`config.mk`:
```
export PLATFORM = sky130hd
export DESIGN_NAME = cache_core
export DESIGN_NICKNAME = d
export VERILOG_FILES = /design/src/common/cache_pkg.sv /design/src/cache/cache_tag_match.sv /design/src/cache/cache_lru.sv /design/src/cache/cache_core.sv
export SDC_FILE = /design/constraint.sdc
export NUM_CORES = 2
export LEC_CHECK = 0
export BUFFER_PORTS_ARGS = -buffer_cell sky130_fd_sc_hd__buf_2
export CAP_MARGIN = 25
export CORE_MARGIN = 3
export CORE_UTILIZATION = 30
export DETAILED_ROUTE_END_ITERATION = 10
export SYNTH_ARGS = -nofsm -noshare
export SYNTH_HDL_FRONTEND = slang
export SYNTH_SLANG_ARGS = --single-unit
```
`constraint.sdc`:
```
create_clock -name clk -period 15.65 [get_ports clk]
set_input_delay 3.13 -clock clk [delete_from_list [all_inputs] [get_ports clk]]
set_output_delay 3.13 -clock clk [all_outputs]
set_load 0.1 [all_outputs]
```
`src/common/cache_pkg.sv`:
```
package cache_pkg;

  // CPU word and byte address
  localparam int WORD_WIDTH = 32;
  localparam int ADDRESS_WIDTH = 32;

  // Line geometry
  localparam int WORDS_PER_LINE = 4;
  localparam int LINE_WIDTH = 128;

  // Address fields, tag on top, then word offset, then byte offset
  localparam int TAG_LSB = 4;
  localparam int WORD_OFFSET_LSB = 2;
  localparam int BYTE_OFFSET_LSB = 0;
  localparam int TAG_WIDTH = ADDRESS_WIDTH - TAG_LSB;

  typedef logic [WORD_WIDTH-1:0] word_t;
  typedef logic [TAG_WIDTH-1:0] tag_t;

  // One cache line, seen as the flat memory bus or as its words
  // Word 0 sits in the low bits
  typedef union packed {
    logic [LINE_WIDTH-1:0] bits;
    word_t [WORDS_PER_LINE-1:0] words;
  } line_u;

  // CPU op bit
  localparam logic OP_WRITE = 1'b0;
  localparam logic OP_READ = 1'b1;

  // Memory op bit
  localparam logic MEM_OP_READ = 1'b0;
  localparam logic MEM_OP_WRITE = 1'b1;

endpackage

```
`src/cache/cache_tag_match.sv`:
```
`timescale 1ns/1ns

module cache_tag_match #(
  parameter int NUM_LINES = 4
) (
  input  cache_pkg::tag_t [NUM_LINES-1:0] tags,
  input  cache_pkg::tag_t                 tag,
  input  logic [NUM_LINES-1:0]            valid,
  output logic                            hit,
  output logic [$clog2(NUM_LINES)-1:0]    hit_line
);

  localparam int LINE_BITS = $clog2(NUM_LINES);

  logic [NUM_LINES-1:0] match;

  // One comparator per line, only valid lines may match
  always_comb
  begin
    for (int i = 0; i < NUM_LINES; i++)
    begin
      match[i] = valid[i] && (tags[i] == tag);
    end
  end

  assign hit = |match;

  // Priority encoder, lowest matching line wins
  // Scanning downwards lets the last assignment be the lowest index
  always_comb
  begin
    hit_line = '0;
    for (int i = NUM_LINES - 1; i >= 0; i--)
    begin
      if (match[i])
      begin
        hit_line = LINE_BITS'(i);
      end
    end
  end

endmodule

```
`src/cache/cache_lru.sv`:
```
`timescale 1ns/1ns

module cache_lru #(
  parameter int NUM_LINES = 4
) (
  input  logic                         clk,
  input  logic                         reset,
  input  logic                         touch,
  input  logic [$clog2(NUM_LINES)-1:0] touch_line,
  output logic [$clog2(NUM_LINES)-1:0] victim_line
);

  localparam int LINE_BITS = $clog2(NUM_LINES);

  // Counter NUM_LINES-1 is the most recently used line
  logic [LINE_BITS-1:0] counters [NUM_LINES];
  logic [LINE_BITS-1:0] lowest;

  always_ff @(posedge clk or posedge reset)
  begin
    if (reset)
    begin
      for (int i = 0; i < NUM_LINES; i++)
      begin
        counters[i] <= LINE_BITS'(i);
      end
    end
    else if (touch)
    begin
      // Lines newer than the touched one age by one step
      for (int i = 0; i < NUM_LINES; i++)
      begin
        if (counters[i] >= counters[touch_line])
        begin
          counters[i] <= counters[i] - 1'b1;
        end
      end
      counters[touch_line] <= LINE_BITS'(NUM_LINES - 1);
    end
  end

  // Victim is the line holding the lowest counter
  always_comb
  begin
    victim_line = '0;
    lowest = counters[0];
    for (int i = 1; i < NUM_LINES; i++)
    begin
      if (counters[i] < lowest)
      begin
        lowest = counters[i];
        victim_line = LINE_BITS'(i);
      end
    end
  end

endmodule

```
`src/cache/cache_core.sv`:
```
`timescale 1ns/1ns

module cache_core #(
  parameter int NUM_LINES = 4
) (
  input  logic                                clk,
  input  logic                                reset,
  input  logic                                access,
  input  logic                                op,
  input  logic                                byte_op,
  input  logic [cache_pkg::ADDRESS_WIDTH-1:0] address,
  input  cache_pkg::word_t                    data_in,
  output cache_pkg::word_t                    data_out,
  output logic                                data_ready,
  output logic                                mem_enable,
  output logic                                mem_op,
  output logic [cache_pkg::ADDRESS_WIDTH-1:0] mem_address,
  output cache_pkg::line_u                    mem_data_in,
  input  logic                                mem_data_ready,
  input  cache_pkg::line_u                    mem_data_out
);

  import cache_pkg::*;

  localparam int LINE_BITS = $clog2(NUM_LINES);

  localparam logic [1:0] IDLE = 2'd0;
  localparam logic [1:0] WRITE_BACK = 2'd1;
  localparam logic [1:0] FETCH = 2'd2;
  localparam logic [1:0] RESPOND = 2'd3;

  logic [1:0] state;

  // Line storage
  tag_t [NUM_LINES-1:0] tag_array;
  line_u data_array [NUM_LINES];
  logic [NUM_LINES-1:0] valid;
  logic [NUM_LINES-1:0] dirty;

  logic hit;
  logic [LINE_BITS-1:0] hit_line;
  logic [LINE_BITS-1:0] victim_line;
  logic [LINE_BITS-1:0] touch_line;
  logic accept;
  logic fill_done;
  logic touch;

  // Fields of the incoming address
  logic [TAG_LSB-WORD_OFFSET_LSB-1:0] word_sel;
  logic [WORD_OFFSET_LSB-BYTE_OFFSET_LSB-1:0] byte_sel;

  // Request held over a miss
  tag_t req_tag;
  logic req_op;
  logic req_byte;
  word_t req_data;
  logic [TAG_LSB-WORD_OFFSET_LSB-1:0] req_word;
  logic [WORD_OFFSET_LSB-BYTE_OFFSET_LSB-1:0] req_sel;
  logic [LINE_BITS-1:0] req_line;

  line_u fill_line;

  function automatic word_t merge_word(word_t old_word, word_t new_data, logic is_byte,
                                       logic [WORD_OFFSET_LSB-BYTE_OFFSET_LSB-1:0] sel);
    word_t result;
    result = new_data;
    if (is_byte)
    begin
      result = old_word;
      result[sel*8 +: 8] = new_data[7:0];
    end
    return result;
  endfunction

  // Byte reads come back zero-extended
  function automatic word_t read_word(word_t stored, logic is_byte,
                                      logic [WORD_OFFSET_LSB-BYTE_OFFSET_LSB-1:0] sel);
    return is_byte ? {24'b0, stored[sel*8 +: 8]} : stored;
  endfunction

  assign word_sel = address[TAG_LSB-1:WORD_OFFSET_LSB];
  assign byte_sel = address[WORD_OFFSET_LSB-1:BYTE_OFFSET_LSB];

  cache_tag_match #(
    .NUM_LINES(NUM_LINES)
  ) tag_match (
    .tags(tag_array),
    .tag(address[ADDRESS_WIDTH-1:TAG_LSB]),
    .valid(valid),
    .hit(hit),
    .hit_line(hit_line)
  );

  cache_lru #(
    .NUM_LINES(NUM_LINES)
  ) lru (
    .clk(clk),
    .reset(reset),
    .touch(touch),
    .touch_line(touch_line),
    .victim_line(victim_line)
  );

  // RESPOND is the data_ready cycle and takes a new access like IDLE
  assign accept = access && (state == IDLE || state == RESPOND);
  assign fill_done = (state == FETCH) && mem_enable && mem_data_ready;
  assign touch = (accept && hit) || fill_done;
  assign touch_line = fill_done ? req_line : hit_line;
  assign data_ready = (state == RESPOND);

  // Fetched line with a pending write already merged in
  always_comb
  begin
    fill_line = mem_data_out;
    if (req_op == OP_WRITE)
    begin
      fill_line.words[req_word] = merge_word(mem_data_out.words[req_word], req_data,
                                             req_byte, req_sel);
    end
  end

  always_ff @(posedge clk or posedge reset)
  begin
    if (reset)
    begin
      state <= IDLE;
      valid <= '0;
      dirty <= '0;
      mem_enable <= 1'b0;
      mem_op <= MEM_OP_READ;
      mem_address <= '0;
    end
    else
    begin
      case (state)
        IDLE, RESPOND:
        begin
          state <= IDLE;
          if (access)
          begin
            if (hit)
            begin
              if (op == OP_WRITE)
              begin
                dirty[hit_line] <= 1'b1;
              end
              state <= RESPOND;
            end
            else if (valid[victim_line] && dirty[victim_line])
            begin
              mem_enable <= 1'b1;
              mem_op <= MEM_OP_WRITE;
              mem_address <= {tag_array[victim_line], {TAG_LSB{1'b0}}};
              state <= WRITE_BACK;
            end
            else
            begin
              mem_enable <= 1'b1;
              mem_op <= MEM_OP_READ;
              mem_address <= {address[ADDRESS_WIDTH-1:TAG_LSB], {TAG_LSB{1'b0}}};
              state <= FETCH;
            end
          end
        end
        WRITE_BACK:
        begin
          if (mem_data_ready)
          begin
            mem_enable <= 1'b0;
            state <= FETCH;
          end
        end
        FETCH:
        begin
          // Coming from a write-back the enable is low for one cycle
          if (!mem_enable)
          begin
            mem_enable <= 1'b1;
            mem_op <= MEM_OP_READ;
            mem_address <= {req_tag, {TAG_LSB{1'b0}}};
          end
          else if (mem_data_ready)
          begin
            mem_enable <= 1'b0;
            valid[req_line] <= 1'b1;
            dirty[req_line] <= (req_op == OP_WRITE);
            state <= RESPOND;
          end
        end
        default: state <= IDLE;
      endcase
    end
  end

  always_ff @(posedge clk)
  begin
    if (accept)
    begin
      req_tag <= address[ADDRESS_WIDTH-1:TAG_LSB];
      req_op <= op;
      req_byte <= byte_op;
      req_data <= data_in;
      req_word <= word_sel;
      req_sel <= byte_sel;
      req_line <= victim_line;
      if (hit)
      begin
        if (op == OP_WRITE)
        begin
          data_array[hit_line].words[word_sel] <=
            merge_word(data_array[hit_line].words[word_sel], data_in, byte_op, byte_sel);
        end
        else
        begin
          data_out <= read_word(data_array[hit_line].words[word_sel], byte_op, byte_sel);
        end
      end
      else
      begin
        mem_data_in <= data_array[victim_line];
      end
    end
    if (fill_done)
    begin
      data_array[req_line] <= fill_line;
      tag_array[req_line] <= req_tag;
      if (req_op == OP_READ)
      begin
        data_out <= read_word(fill_line.words[req_word], req_byte, req_sel);
      end
    end
  end

endmodule

```
==> reports/metrics.csv <==
metric,value,unit
ant_nets,0,
sequential_element_share_of_the_synthesized_area,58.7,%
post_synth_main_area_contributors,"edfxtp_1 (55%), nand2_1 (5.6%), mux2i_1 (3.7%)",
power.ir.vdd_worst,0.306,mV
yosys.area.top_type,edfxtp_1,
cp-end-kind,flop,
area_of_all_placed_cells_without_fillers,52700,um2
endpoint,data_array[2][123],
synth_cell_type_count,92,
async_flop_share,5.33,%
gpl.final_weighted_congestion,0.989,
cap_viol_max_count,0,
power_report.internal_total,6450,uW
synth_top_area_share,54.6,%
fin_ws,6640,ps
worstPathRequired,16000,ps
highest_clock_rate,111,MHz
timing.critical_path.arrival,9360,ps
postSynthRegisterBits,900,
fp.coreArea,149000,um2
power.switching_fraction,51.9,%
clock_tree.buffer_depth,3,
tritoncts,built,
launch_instance_of_the_worst_register_to_register_path,tag_array[8],
wire_length_of_the_first_global_routing_pass,279,mm
syn_avg_cell_area,11.5,um2
critical_path.slowest_cell,a211oi_1,
r2r_slack,8800,ps
path_buf_inv,3,
stdcell_count,6296,
critical-path-max-stage-delay,970,ps
pwr-share-comb,53.1,%
power.net_switching,6970,uW
dpl_worst_slack,6590,ps
clkLatencyLatePin,740,ps
floorplan.die_area,155000,um2
cts-hold-fix-buffers,0,
cts_root_buffer,clkbuf_16,
criticalPathCategory,in -> reg,
die_w,394,um
worst_slew_pin_slew,1200,ps
nNetsFinal,4428,
synth-warning-count,0,
hpwlAfterDp,140,mm
cp_num_cells,13,
wl_per_cell,32.1,um
firstDrtPassIters,7,
tritoncts.num_buffers,99,
aggregate_global_route_resource_usage,25.0,%
clock_power_share,17.7,%
placed_cells,6098,
worstPathCellList,buf_2 -> xnor2_1 -> nand4_1 -> or4_1 -> nor2_4 -> buf_4 -> a21o_4 -> buf_4 -> a211oi_1 -> a211oi_1 -> a21oi_1 -> o21a_1 -> nor3_1,
area_delta_synth_final,16.9,%
lkg_pwr,0.0187,uW
fin_tns_setup,0,ps
finalWorstPathRequiredPeriod,9010,ps
floorplan.rows,141,
depth_of_the_most_critical_reg_to_reg_path,12,
initial_antenna_violation_count,15,
setup_violations,0,
routed-via-count,37800,
final_global_route_overflow_total,0,
postCtsSetupBuffers,0,
cts.clk_slew.worst_paths,60,ps
die_height,394,um
hold_viol,0,
first_global_vias,35200,
post_detailed_route_drc_marker_count,0,
sequential_share_of_power,29.2,%
cts_num_sinks,900,
crit_path_start_kind,input pin,
grt_start_max_net_pins,98,
worst_slew_margin_rel,19.4,%
grt_setup_unrepaired,no,
total_power,13400,uW
crit_path_max_fanout,37,
maxSlewViolCount,0,
post_dp_cell_area,49400,um2
port-buffer-count,388,
skew,43.6,ps
ys.flop_type,edfxtp_1,
finalCritPeriodShare,57.6,%
synth_area,45100,um2
syn-instance-count,3918,
power_per_standard_cell_area,255,nW/um2
status,completed,
synth_enable_flop_cells,820,
level_count_of_the_clock_h_tree,3,
critical_path.top_delay_family,compound AO/OA/AOI/OAI gates,
detail_route.iter0.violations,6133,
initial_core_util,30.4,%
share_of_post_route_cells_with_drive_strength_above_1,18.7,%
wirelength,202,mm
reg_to_reg_endpoint,data_array[2][123],
post_cts.resized_instances,0,
design.portCount,393,
type_of_the_tightest_min_delay_check,reg -> reg,
crit_start,address[12],
route.detailed.vias_per_inst,6.00,
==> worst min-delay path, stage by stage, from the launching register on <==
cell and delay, ps:
dfrtp_1 340, nand2_1 50, nand3_1 70
==> layer usage <==
layer  up-vias  wire length (um)  track usage (%)
li1      15600                 -                -
met1     18700             78700             34.4
met2      3037             84900             36.1
met3       449             29200             8.30
met4         8              9180             10.3
met5         -                42                0
==> worst min-delay path by stage <==
stage,endpoint,slack [ps],startpoint,cells after the start
after global placement,mem_address[5],470,mem_address[5],2
after detailed placement,mem_address[31],480,mem_address[31],2
after CTS,mem_address[7],490,mem_address[7],2
final,mem_address[7],490,mem_address[7],2
after global routing,mem_address[16],510,mem_address[16],2
after floorplan,valid[2],480,valid[2],1
==> registers in the layout, summed over array words and instances, names as in the netlist, 2 cells and up <==
signal and cells:
state 2, valid 4, mem_data_in 128, req_line 2, tag_array 112, data_out 32
dirty 4, req_sel 2, lru.counters 8, req_tag 28, mem_address 28, req_word 2
data_array 512, req_data 32
==> synthesized netlist by cell type, types with 54 or more instances <==
master / n
a211oi_1: 54
nand3_1: 149
edfxtp_1: 820
mux2i_1: 165
a22oi_1: 84
mux4_2: 56
nor2_1: 160
a21o_1: 66
clkbuf_1: 250
o21ai_0: 211
nand2_1: 667
xnor2_1: 96
a21oi_1: 188
o211ai_1: 206
==> cells in the final DEF, fill, tap and decap left out, drive strengths merged, types with 18 or more instances in the layout <==
| cell type | instances |
|---|---|
| o211ai | 208 |
| xor2 | 18 |
| nand2 | 667 |
| ha | 26 |
| buf | 489 |
| a211oi | 58 |
| mux2i | 165 |
| dfrtp | 44 |
| clkbuf | 131 |
| nand3 | 149 |
| nand4 | 37 |
| a221oi | 49 |
| inv | 44 |
| a22o | 33 |
| edfxtp | 820 |
| mux4 | 56 |
| and3 | 20 |
| o31ai | 19 |
| nor3 | 39 |
| nor2 | 162 |
| xnor2 | 96 |
| a21o | 66 |
| dfxtp | 32 |
| nor4 | 18 |
| o21ai | 221 |
| a22oi | 85 |
| a31oi | 22 |
| a21oi | 188 |
| clkinv | 48 |
==> final cells by class <==
type                            instances  area, um2
Fill cell                           14700      95800
Sequential cell                       900      26500
Antenna cell                            5       12.5
Multi-Input combinational cell       2666      17500
Clock buffer                          126       2640
Timing Repair Buffer                  494       2800
Tap cell                             2002       2500
Inverter                               43        163
Clock inverter                         60        611
==> power by group through the flow <==
stage | Clock (uW) | Combinational (uW) | Sequential (uW)
detailed placement | 0 | 6960 | 3970
global route | 2500 | 7440 | 3970
finish | 2380 | 7120 | 3920
CTS | 2390 | 6990 | 3930
floorplan | 0 | 3010 | 5620
global placement | 0 | 6930 | 3960
==> cell families (layout without fill, tap and decap cells) <==
group | Yosys count | count (layout) | share of synthesized area, %
other cells | 1 | 9 | 0.00831
fa+ha+maj | 26 | 26 | 0.721
simple gates | 1188 | 1188 | 11.7
mux | 231 | 231 | 6.71
xor+xnor | 114 | 114 | 2.21
buf+inv | 355 | 723 | 3.14
flops | 900 | 900 | 58.7
compound gates | 1103 | 1103 | 16.9
==> stage by stage <==
step	util, %	hold WS [ps]
CTS	35.4	492
finish	35.5	489
global placement	33.2	473
detailed placement	33.3	478
floorplan	-	477
global route	35.5	514
No activity file was read; power rests on OpenSTA's default activity.
